### src/common/exec_defs.svh
// Global sizes of the execute path. Modules take no parameters, so a change
// here applies to every block at once.

`ifndef EXEC_DEFS_SVH
`define EXEC_DEFS_SVH

// Width of a data word and of every register
`define EXEC_DATA_WIDTH 32

// Number of registers in the register file
`define EXEC_REG_COUNT 16

// Width of a register number, must cover EXEC_REG_COUNT
`define EXEC_REG_ADDR_WIDTH 4

// Register stages in the ALU pipeline
// The writeback opcode delay line follows this value
`define EXEC_ALU_DEPTH 3

`endif

### src/common/exec_isa_pkg.sv
// Instruction set encoding. Codes 20 to 31 are undefined and are
// dropped at writeback without producing a result.

`default_nettype none

package exec_isa_pkg;

    // Raw opcode field as it appears in an instruction
    typedef logic [4:0] opcode_word_t;

    typedef enum opcode_word_t {
        NOP    = 5'd0,
        ADD    = 5'd1,
        SUB    = 5'd2,
        MUL    = 5'd3,
        LAND   = 5'd4,
        LOR    = 5'd5,
        LNOT   = 5'd6,
        SATP   = 5'd7,
        SATN   = 5'd8,
        ABS    = 5'd9,
        POPCNT = 5'd10,
        BSET   = 5'd11,
        BCLR   = 5'd12,
        BINV   = 5'd13,
        BSEL   = 5'd14,
        LDC    = 5'd15,
        // Compares write an all-ones or all-zero mask
        BGT    = 5'd16,
        BLE    = 5'd17,
        BEQ    = 5'd18,
        BNE    = 5'd19
    } opcode_t;

endpackage

`default_nettype wire

### src/common/exec_data_pkg.sv
// Data types and stage words of the execute path. Each stage word carries
// its own valid bit; there is no back-pressure anywhere.

`default_nettype none

`include "exec_defs.svh"

package exec_data_pkg;

    typedef logic [`EXEC_DATA_WIDTH-1:0]     data_t;
    typedef logic [`EXEC_REG_ADDR_WIDTH-1:0] reg_addr_t;

    // Immediate field of an instruction, sign extended for LDC
    typedef logic [15:0] imm_t;

    // Word leaving the issue stage
    // For LDC operand_b already holds the extended immediate
    typedef struct packed {
        logic                   valid;
        exec_isa_pkg::opcode_t  opcode;
        reg_addr_t              dest;
        data_t                  operand_a;
        data_t                  operand_b;
        imm_t                   imm;
    } issue_t;

    // Raw ALU result, compares leave only a flag in the low byte
    typedef struct packed {
        logic       valid;
        reg_addr_t  dest;
        data_t      data;
    } alu_out_t;

    // Final result, written to the register file and the result ports
    typedef struct packed {
        logic       valid;
        reg_addr_t  dest;
        data_t      data;
    } writeback_t;

endpackage

`default_nettype wire

### src/alu/exec_alu.sv
// Fixed-point ALU. All operations finish in the first stage, the remaining
// stages only carry the result. Compares leave a flag, not a mask.

`timescale 1ns/100ps
`default_nettype none

`include "exec_defs.svh"

module exec_alu (
    input  wire                          clock,
    input  wire                          rst_n,
    input  wire exec_data_pkg::issue_t   issue,
    output exec_data_pkg::alu_out_t      alu_out
);

    exec_data_pkg::alu_out_t pipe [`EXEC_ALU_DEPTH];

    exec_data_pkg::data_t a;
    exec_data_pkg::data_t b;
    exec_data_pkg::data_t bit_mask;
    exec_data_pkg::data_t result;
    logic [4:0]           bit_idx;

    function automatic exec_data_pkg::data_t popcount(input exec_data_pkg::data_t value);
        exec_data_pkg::data_t count;
        count = '0;
        for (int i = 0; i < `EXEC_DATA_WIDTH; i++) begin
            count = count + exec_data_pkg::data_t'(value[i]);
        end
        return count;
    endfunction

    assign a        = issue.operand_a;
    assign b        = issue.operand_b;
    assign bit_idx  = b[4:0];
    assign bit_mask = exec_data_pkg::data_t'(1) << bit_idx;

    always_comb begin
        case (issue.opcode)
            exec_isa_pkg::ADD:    result = a + b;
            exec_isa_pkg::SUB:    result = a - b;
            // Only the low half of the product is kept
            exec_isa_pkg::MUL:    result = a * b;
            exec_isa_pkg::LAND:   result = a & b;
            exec_isa_pkg::LOR:    result = a | b;
            exec_isa_pkg::LNOT:   result = ~a;
            exec_isa_pkg::SATP:   result = ($signed(a) < $signed(b)) ? a : b;
            exec_isa_pkg::SATN:   result = ($signed(a) > $signed(b)) ? a : b;
            exec_isa_pkg::ABS:    result = a[`EXEC_DATA_WIDTH-1] ? ('0 - a) : a;
            exec_isa_pkg::POPCNT: result = popcount(a);
            exec_isa_pkg::BSET:   result = a | bit_mask;
            exec_isa_pkg::BCLR:   result = a & ~bit_mask;
            exec_isa_pkg::BINV:   result = a ^ bit_mask;
            exec_isa_pkg::BSEL:   result = exec_data_pkg::data_t'(a[bit_idx]);
            exec_isa_pkg::LDC:    result = b;
            // Flag only, writeback widens it into a mask
            exec_isa_pkg::BGT:    result = exec_data_pkg::data_t'($signed(a) > $signed(b));
            exec_isa_pkg::BLE:    result = exec_data_pkg::data_t'($signed(a) <= $signed(b));
            exec_isa_pkg::BEQ:    result = exec_data_pkg::data_t'(a == b);
            exec_isa_pkg::BNE:    result = exec_data_pkg::data_t'(a != b);
            default:              result = '0;
        endcase
    end

    always_ff @(posedge clock) begin
        pipe[0].dest <= issue.dest;
        pipe[0].data <= result;
        for (int i = 1; i < `EXEC_ALU_DEPTH; i++) begin
            pipe[i].dest <= pipe[i-1].dest;
            pipe[i].data <= pipe[i-1].data;
        end
        if (!rst_n) begin
            for (int i = 0; i < `EXEC_ALU_DEPTH; i++) begin
                pipe[i].valid <= 1'b0;
            end
        end else begin
            pipe[0].valid <= issue.valid;
            for (int i = 1; i < `EXEC_ALU_DEPTH; i++) begin
                pipe[i].valid <= pipe[i-1].valid;
            end
        end
    end

    assign alu_out = pipe[`EXEC_ALU_DEPTH-1];

    // The writeback delay line relies on this exact latency
    alu_latency: assert property (
        @(posedge clock) disable iff (!rst_n)
        alu_out.valid == $past(issue.valid, `EXEC_ALU_DEPTH)
    ) else $error("ALU output valid out of step with issue");

endmodule

`default_nettype wire

### src/rtl/exec_core.sv
// Execute path top level. An instruction sampled at edge N writes its
// register at edge N+5; no forwarding, readers must wait six cycles.

`timescale 1ns/100ps
`default_nettype none

module exec_core (
    input  wire                           clock,
    input  wire                           rst_n,
    input  wire                           instr_valid,
    input  wire exec_isa_pkg::opcode_t    opcode,
    input  wire exec_data_pkg::reg_addr_t dest,
    input  wire exec_data_pkg::reg_addr_t src_a,
    input  wire exec_data_pkg::reg_addr_t src_b,
    input  wire exec_data_pkg::imm_t      imm,
    output logic                          result_valid,
    output exec_data_pkg::reg_addr_t      result_dest,
    output exec_data_pkg::data_t          result_data
);

    wire exec_data_pkg::reg_addr_t   read_addr_a;
    wire exec_data_pkg::reg_addr_t   read_addr_b;
    wire exec_data_pkg::data_t       read_data_a;
    wire exec_data_pkg::data_t       read_data_b;
    wire exec_data_pkg::issue_t      issue_word;
    wire exec_isa_pkg::opcode_t      issued_opcode;
    wire exec_data_pkg::alu_out_t    alu_word;
    wire exec_data_pkg::writeback_t  wb_word;

    exec_issue i_exec_issue (
        .clock        (clock),
        .rst_n        (rst_n),
        .instr_valid  (instr_valid),
        .opcode       (opcode),
        .dest         (dest),
        .src_a        (src_a),
        .src_b        (src_b),
        .imm          (imm),
        .read_addr_a  (read_addr_a),
        .read_addr_b  (read_addr_b),
        .read_data_a  (read_data_a),
        .read_data_b  (read_data_b),
        .issue        (issue_word),
        .issued_opcode(issued_opcode)
    );

    // The write port is fed straight from writeback
    exec_regfile i_exec_regfile (
        .clock      (clock),
        .rst_n      (rst_n),
        .write_en   (wb_word.valid),
        .write_addr (wb_word.dest),
        .write_data (wb_word.data),
        .read_addr_a(read_addr_a),
        .read_addr_b(read_addr_b),
        .read_data_a(read_data_a),
        .read_data_b(read_data_b)
    );

    exec_alu i_exec_alu (
        .clock  (clock),
        .rst_n  (rst_n),
        .issue  (issue_word),
        .alu_out(alu_word)
    );

    exec_writeback i_exec_writeback (
        .clock        (clock),
        .rst_n        (rst_n),
        .issued_opcode(issued_opcode),
        .alu_out      (alu_word),
        .result       (wb_word)
    );

    assign result_valid = wb_word.valid;
    assign result_dest  = wb_word.dest;
    assign result_data  = wb_word.data;

endmodule

`default_nettype wire

### src/rtl/exec_issue.sv
// Issue stage. Reads both operands in the cycle the instruction arrives and
// registers them; an instruction may arrive on every cycle.

`timescale 1ns/100ps
`default_nettype none

`include "exec_defs.svh"

module exec_issue (
    input  wire                         clock,
    input  wire                         rst_n,
    input  wire                         instr_valid,
    input  wire exec_isa_pkg::opcode_t  opcode,
    input  wire exec_data_pkg::reg_addr_t dest,
    input  wire exec_data_pkg::reg_addr_t src_a,
    input  wire exec_data_pkg::reg_addr_t src_b,
    input  wire exec_data_pkg::imm_t    imm,
    output exec_data_pkg::reg_addr_t    read_addr_a,
    output exec_data_pkg::reg_addr_t    read_addr_b,
    input  wire exec_data_pkg::data_t   read_data_a,
    input  wire exec_data_pkg::data_t   read_data_b,
    output exec_data_pkg::issue_t       issue,
    output exec_isa_pkg::opcode_t       issued_opcode
);

    exec_data_pkg::data_t imm_ext;
    exec_data_pkg::data_t operand_b_sel;

    assign read_addr_a = src_a;
    assign read_addr_b = src_b;

    // LDC takes its value from the instruction instead of a register
    assign imm_ext = {{(`EXEC_DATA_WIDTH - $bits(exec_data_pkg::imm_t)){imm[15]}}, imm};

    always_comb begin
        if (opcode == exec_isa_pkg::LDC) begin
            operand_b_sel = imm_ext;
        end else begin
            operand_b_sel = read_data_b;
        end
    end

    always_ff @(posedge clock) begin
        issue.opcode    <= opcode;
        issue.dest      <= dest;
        issue.operand_a <= read_data_a;
        issue.operand_b <= operand_b_sel;
        issue.imm       <= imm;
        if (!rst_n) begin
            issue.valid   <= 1'b0;
            issued_opcode <= exec_isa_pkg::NOP;
        end else begin
            issue.valid <= instr_valid;
            // Idle cycles enter the writeback delay line as NOP
            if (instr_valid) begin
                issued_opcode <= opcode;
            end else begin
                issued_opcode <= exec_isa_pkg::NOP;
            end
        end
    end

endmodule

`default_nettype wire

### src/rtl/exec_regfile.sv
// Register file with two asynchronous read ports and one clocked write port.
// A write is visible on the read ports from the cycle after its edge.

`timescale 1ns/100ps
`default_nettype none

`include "exec_defs.svh"

module exec_regfile (
    input  wire                       clock,
    input  wire                       rst_n,
    input  wire                       write_en,
    input  wire exec_data_pkg::reg_addr_t write_addr,
    input  wire exec_data_pkg::data_t     write_data,
    input  wire exec_data_pkg::reg_addr_t read_addr_a,
    input  wire exec_data_pkg::reg_addr_t read_addr_b,
    output exec_data_pkg::data_t          read_data_a,
    output exec_data_pkg::data_t          read_data_b
);

    exec_data_pkg::data_t regs [`EXEC_REG_COUNT];

    always_ff @(posedge clock) begin
        if (!rst_n) begin
            for (int i = 0; i < `EXEC_REG_COUNT; i++) begin
                regs[i] <= '0;
            end
        end else if (write_en) begin
            regs[write_addr] <= write_data;
        end
    end

    // No bypass, the program keeps writers and readers apart
    assign read_data_a = regs[read_addr_a];
    assign read_data_b = regs[read_addr_b];

    // A result from writeback must always name a real register
    write_addr_known: assert property (
        @(posedge clock) disable iff (!rst_n)
        write_en |-> !$isunknown(write_addr)
    ) else $error("Register write with unknown address");

endmodule

`default_nettype wire

### src/rtl/exec_writeback.sv
// Writeback stage. The opcode is delayed to line up with the ALU result;
// NOP and undefined opcodes never produce a result.

`timescale 1ns/100ps
`default_nettype none

`include "exec_defs.svh"

module exec_writeback (
    input  wire                           clock,
    input  wire                           rst_n,
    input  wire exec_isa_pkg::opcode_t    issued_opcode,
    input  wire exec_data_pkg::alu_out_t  alu_out,
    output exec_data_pkg::writeback_t     result
);

    exec_isa_pkg::opcode_t opcode_dly [`EXEC_ALU_DEPTH];

    logic                 keep;
    exec_data_pkg::data_t wb_data;

    always_ff @(posedge clock) begin
        if (!rst_n) begin
            for (int i = 0; i < `EXEC_ALU_DEPTH; i++) begin
                opcode_dly[i] <= exec_isa_pkg::NOP;
            end
        end else begin
            opcode_dly[0] <= issued_opcode;
            for (int i = 1; i < `EXEC_ALU_DEPTH; i++) begin
                opcode_dly[i] <= opcode_dly[i-1];
            end
        end
    end

    always_comb begin
        keep    = 1'b1;
        wb_data = alu_out.data;
        case (opcode_dly[`EXEC_ALU_DEPTH-1])
            exec_isa_pkg::ADD, exec_isa_pkg::SUB, exec_isa_pkg::MUL,
            exec_isa_pkg::LAND, exec_isa_pkg::LOR, exec_isa_pkg::LNOT,
            exec_isa_pkg::SATP, exec_isa_pkg::SATN, exec_isa_pkg::ABS,
            exec_isa_pkg::POPCNT, exec_isa_pkg::BSET, exec_isa_pkg::BCLR,
            exec_isa_pkg::BINV, exec_isa_pkg::BSEL, exec_isa_pkg::LDC: begin
                keep = 1'b1;
            end
            exec_isa_pkg::BGT, exec_isa_pkg::BLE, exec_isa_pkg::BEQ, exec_isa_pkg::BNE: begin
                // Any set bit in the low byte counts as true
                wb_data = (|alu_out.data[7:0]) ? '1 : '0;
            end
            default: begin
                keep = 1'b0;
            end
        endcase
    end

    always_ff @(posedge clock) begin
        result.dest <= alu_out.dest;
        result.data <= wb_data;
        if (!rst_n) begin
            result.valid <= 1'b0;
        end else begin
            result.valid <= alu_out.valid && keep;
        end
    end

    // Nothing left in the pipeline may leak out right after reset
    quiet_after_reset: assert property (
        @(posedge clock)
        $rose(rst_n) |-> !result.valid ##1 !result.valid
    ) else $error("Result valid raised right after reset");

endmodule

`default_nettype wire

### config.mk
export PLATFORM = sky130hd
export DESIGN_NAME = exec_core
export DESIGN_NICKNAME = d
export VERILOG_FILES = /design/src/common/exec_isa_pkg.sv /design/src/common/exec_data_pkg.sv /design/src/alu/exec_alu.sv /design/src/rtl/exec_core.sv /design/src/rtl/exec_issue.sv /design/src/rtl/exec_regfile.sv /design/src/rtl/exec_writeback.sv
export VERILOG_INCLUDE_DIRS = /design/src /design/src/common
export SDC_FILE = /design/constraint.sdc
export NUM_CORES = 2
export LEC_CHECK = 0
export BUFFER_PORTS_ARGS = -buffer_cell sky130_fd_sc_hd__buf_2
export CELL_PAD_IN_SITES_DETAIL_PLACEMENT = 1
export CELL_PAD_IN_SITES_GLOBAL_PLACEMENT = 2
export CORE_UTILIZATION = 45
export CTS_CLUSTER_SIZE = 8
export DETAILED_ROUTE_END_ITERATION = 6
export HOLD_SLACK_MARGIN = 0.08
export PLACE_DENSITY_LB_ADDON = 0.1
export SLEW_MARGIN = 20
export SYNTH_ARGS = -nofsm -noshare
export SYNTH_HDL_FRONTEND = slang
export SYNTH_SLANG_ARGS = --single-unit
### constraint.sdc
create_clock -name clock -period 11 [get_ports clock]
set_clock_uncertainty 0.1 [all_clocks]
set_input_delay 0.55 -clock clock [delete_from_list [all_inputs] [get_ports clock]]
set_output_delay 0.55 -clock clock [all_outputs]
set_load 0.05 [all_outputs]
==> reports/summary.md <==
The register-to-register setup slack was 1.43 ns. In this run, synthesis inferred 512 flip-flops with an integrated enable. The first global-routing pass estimated 321 mm of wire. The horizontal die dimension is 354 microns, and the number of DRC markers in iteration 0 is 4422. The net count of the mapped netlist is 5618. In this run, distinct cell masters in the synthesized netlist total 81. The most used flip-flop cell after synthesis is sky130_fd_sc_hd__edfxtp_1. The logs give 0 for the number of antenna-violating nets in the routed design and 23 for the number of hold buffers added after CTS. Portion of the post-synthesis area used by sequential elements: 36.3%. The tools report the final wirelength as 222 mm. For this run, the number of Yosys warnings is 0. Clock network latency to the later pin of the worst-skew pair: 0.70 ns. The worst register-to-register path begins at i_exec_issue.issue[23]$_DFF_P_. The pin count of the biggest net entering global routing is 81, and the top-level I/O count is 73.

The number of failing hold endpoints at the final stage is 0. The run gives 0 ns as the total negative setup slack. The HPWL after detailed placement was 148 mm. The flow ran to the end, and the final reports show no timing, DRC or antenna violations.

The tools report the endpoint of the most critical register-to-register path as i_exec_alu.pipe[0][30]$_DFF_P_. The tools report the number of max-slew violations in the final report as 0. Ratio of cells with drive above 1 in the final layout: 14.8%. For this run, asynchronously set or reset flops after synthesis account for 0%. STA classifies the critical path startpoint as a flop. Final design instance area without fill: 61400 sq um. In the routed design, unresolved DRC markers number 0. The measured slew at the worst slew-check pin works out to 1.17 ns. In this run the number of H-tree levels came out at 3. Clock input transition at the sequential cells of the worst setup and hold paths: 0.07 ns. The via count of the first global-routing pass is 44500, and the detailed-route vias per instance is 6.29.

For this design the ratio of total power to cell area is 351 nW/um^2. The tools report the capturing element type of the critical path as a flop. In this run the worst setup path begins at i_exec_issue.issue[23]$_DFF_P_. Following the worst setup path forward leads to its endpoint at i_exec_alu.pipe[0][30]$_DFF_P_. The initial antenna violation count is 18. Dividing the final minimum period by the clock period gives 87.0%.

The number of endpoints failing setup at the final stage is 0, and the total number of vias is 41700. Setup repair after global routing left no endpoint under its margin. Of all nets on the critical path, the largest fanout is 16. The worst pin sits at a relative slew slack of 19.9%.

The number of instances resized during post-cts repair is 0, and the full die area is 125000 sq um. Dividing the detail-routed wire length by the instance count gives 33.5 microns. Once placement finished, the instance area stood at 58100 sq um. In this run the tool buffered the top-level ports with 72 buffer cells. For this configuration, the core starts out at a cell density of 45.6%. Derived from the worst setup path, the maximum achievable clock frequency is 105 MHz. Summed over all cells, the static leakage comes to 0.0246 uW.

Across the run, the number of max-cap violations was 0. The initialized floorplan defines 128 standard-cell rows. The tightest hold path in the finished design has a slack of 0.144 ns. The placeable core area is 122000 sq um, and the signal arrival time at the worst endpoint is 10.08 ns. Summed over all layers, the global routing overflow is 0. The count of cells along the worst register-to-register path is 24. The area growth from synthesis to layout is 10.3%. In this run, synthesis produced a sequential element count of 754.

Clock tree synthesis selected as its root buffer the cell sky130_fd_sc_hd__clkbuf_16. Global routing consumed, over all layers together, 35.7% of the routing resources. In this run the vertical extent of the chip is 354 microns.

In this run the post-CTS setup repair buffer count came out at 0. The iteration count of the initial detailed-routing pass was 6; the minimum clock period was 9.57 ns. The logs give 55700 sq um for the post-synthesis cell area and 3 for the number of buffers on the longest clock path. Routability-driven placement finished with a final weighted congestion of 0.977. For the worst voltage drop across the vdd grid, the log shows 0.00138 V. For this run, the post-layout net count is 5586. Averaged over all synthesized cells, the footprint is 11.2 sq um. The type of the worst setup path is reg -> reg.

The number of clock buffers added by TritonCTS is 105. TritonCTS built the clock tree. Synthesis produced 4953 cells.

Worst min-delay path class: in -> reg. The run gives 754 as the number of sinks on the clock net. At the worst endpoint, the required time is 11.51 ns.
[critical path, cell delays in order, from the launching register on]
cell	delay, ns
sky130_fd_sc_hd__dfxtp_1	0.76
sky130_fd_sc_hd__inv_1	0.54
sky130_fd_sc_hd__nor2_1	0.25
sky130_fd_sc_hd__fa_1	0.47
sky130_fd_sc_hd__fa_1	0.51
sky130_fd_sc_hd__fa_1	0.52
sky130_fd_sc_hd__inv_1	0.05
sky130_fd_sc_hd__fa_1	0.47
sky130_fd_sc_hd__inv_1	0.06
sky130_fd_sc_hd__fa_1	0.51
sky130_fd_sc_hd__inv_1	0.06
sky130_fd_sc_hd__fa_1	0.53
sky130_fd_sc_hd__inv_1	0.05
sky130_fd_sc_hd__fa_1	0.50
sky130_fd_sc_hd__fa_1	0.44
sky130_fd_sc_hd__ha_1	0.36
sky130_fd_sc_hd__and2_1	0.22
sky130_fd_sc_hd__and3_1	0.18
sky130_fd_sc_hd__a221oi_1	0.22
sky130_fd_sc_hd__a21boi_0	0.67
sky130_fd_sc_hd__o21ai_0	0.50
sky130_fd_sc_hd__a41oi_1	0.76
sky130_fd_sc_hd__a21oi_1	0.18
sky130_fd_sc_hd__or4_1	0.45
sky130_fd_sc_hd__nand4_1	0.10
[per-layer routing]
layer / track usage (%) / share of wire [%] / wire length [microns] / vias to the layer above
li1: - / - / - / 17100
met1: 45.9 / 39 / 85900 / 22000
met2: 59.6 / 49 / 108000 / 2017
met3: 5.25 / 7.5 / 16700 / 550
met4: 17.0 / 5.2 / 11500 / 12
met5: 0 / 0.037 / 81 / -
[per-stage QoR]
step	setup slack, ns	power [uW]	cells	util, %
2_1_floorplan	3.24	12700	4953	-
3_3_place_gp	1.75	18000	6416	47.5
3_5_place_dp	1.59	18200	6416	47.5
4_1_cts	1.56	21400	6625	50.2
5_1_grt	1.19	22900	6626	50.2
6_report	1.43	21600	6628	50.2
[layout by cell type, fill, tap and decap left out, types with 68 or more instances in the layout]
master / netlist / final
sky130_fd_sc_hd__fa_1: 434 / 434
sky130_fd_sc_hd__nor2_1: 420 / 405
sky130_fd_sc_hd__nand2_1: 341 / 340
sky130_fd_sc_hd__clkbuf_16: 0 / 107
sky130_fd_sc_hd__buf_2: 7 / 68
sky130_fd_sc_hd__clkbuf_1: 319 / 72
sky130_fd_sc_hd__mux4_2: 325 / 325
sky130_fd_sc_hd__inv_1: 479 / 479
sky130_fd_sc_hd__ha_1: 195 / 195
sky130_fd_sc_hd__edfxtp_1: 512 / 512
sky130_fd_sc_hd__and2_1: 610 / 610
sky130_fd_sc_hd__buf_4: 0 / 136
sky130_fd_sc_hd__o21ai_0: 113 / 101
sky130_fd_sc_hd__xnor2_1: 78 / 78
sky130_fd_sc_hd__a21oi_1: 164 / 164
sky130_fd_sc_hd__dfxtp_1: 242 / 240
[flip-flops by register name (all words and copies together), names as in the netlist]
name / count
i_exec_issue.issue: 74
i_exec_alu.pipe: 111
i_exec_regfile.regs: 512
i_exec_issue.issued_opcode: 5
i_exec_writeback.opcode_dly: 15
i_exec_writeback.result: 37
[cells in the mapped netlist (18+ instances only)]
| cell type | number | share of area [%] |
|---|---|---|
| sky130_fd_sc_hd__mux2i_1 | 18 | 0.32 |
| sky130_fd_sc_hd__xor2_1 | 21 | 0.33 |
| sky130_fd_sc_hd__o21a_1 | 38 | 0.51 |
| sky130_fd_sc_hd__a31oi_1 | 22 | 0.25 |
| sky130_fd_sc_hd__and2_1 | 610 | 6.9 |
| sky130_fd_sc_hd__a221oi_1 | 30 | 0.47 |
| sky130_fd_sc_hd__a21o_1 | 33 | 0.45 |
| sky130_fd_sc_hd__o221ai_1 | 34 | 0.53 |
| sky130_fd_sc_hd__nand2_1 | 341 | 2.3 |
| sky130_fd_sc_hd__edfxtp_1 | 512 | 28 |
| sky130_fd_sc_hd__inv_1 | 479 | 3.2 |
| sky130_fd_sc_hd__o21ai_0 | 113 | 1.0 |
| sky130_fd_sc_hd__fa_1 | 434 | 16 |
| sky130_fd_sc_hd__nor2_1 | 420 | 2.8 |
| sky130_fd_sc_hd__xnor2_1 | 78 | 1.2 |
| sky130_fd_sc_hd__a211oi_1 | 32 | 0.43 |
| sky130_fd_sc_hd__buf_1 | 43 | 0.29 |
| sky130_fd_sc_hd__dfxtp_1 | 242 | 8.7 |
| sky130_fd_sc_hd__ha_1 | 195 | 4.4 |
| sky130_fd_sc_hd__clkbuf_1 | 319 | 2.2 |
| sky130_fd_sc_hd__o22ai_1 | 20 | 0.22 |
| sky130_fd_sc_hd__nor3_1 | 51 | 0.46 |
| sky130_fd_sc_hd__a21oi_1 | 164 | 1.5 |
| sky130_fd_sc_hd__o211ai_1 | 23 | 0.31 |
| sky130_fd_sc_hd__nand2b_1 | 24 | 0.27 |
| sky130_fd_sc_hd__o2111ai_1 | 18 | 0.28 |
| sky130_fd_sc_hd__mux4_2 | 325 | 13 |
| sky130_fd_sc_hd__nand3_1 | 33 | 0.30 |
[where the power goes]
group          internal [uW]  total (uW)  switching (uW)
combinational           5230       14700            9450
clock                   1830        3100            1270
sequential              3340        3780             442
[worst min path at each step]
stage	cells after the start	slack (ns)	to	start
2_1_floorplan	0	0.21	i_exec_alu.pipe[0][100]$_DFF_P_	i_exec_alu.pipe[0][63]$_DFF_P_
3_3_place_gp	0	0.21	i_exec_alu.pipe[0][35]$_DFF_P_	i_exec_issue.issue[83]$_DFF_P_
3_5_place_dp	0	0.21	i_exec_alu.pipe[0][72]$_DFF_P_	i_exec_alu.pipe[0][35]$_DFF_P_
4_1_cts	2	0.09	i_exec_issue.issue[21]$_DFF_P_	imm[5]
5_1_grt	2	0.11	i_exec_issue.issue[21]$_DFF_P_	imm[5]
6_report	2	0.14	i_exec_issue.issue[21]$_DFF_P_	imm[5]
[cell families after synthesis]
family / count (synthesis) / share of synthesized area [%]
DFF: 754 / 36.3
AOI/OAI and AO/OA: 668 / 8.22
buffers and inverters: 865 / 5.87
and+or+nand+nor: 1579 / 14.2
muxes: 359 / 13.8
xor gates and xnor gates: 99 / 1.56
adders and majority gates: 629 / 20.0
[layout make-up]
class	count	area, sq um
Fill cell	12800	60800
Multi-Input combinational cell	3334	32500
Sequential cell	754	20200
Clock buffer	180	2960
Tap cell	1625	2030
Inverter	494	1850
Timing Repair Buffer	232	1660
Clock inverter	6	110
Antenna cell	3	7.51
Note: power is estimated with default switching activity, not from simulation.
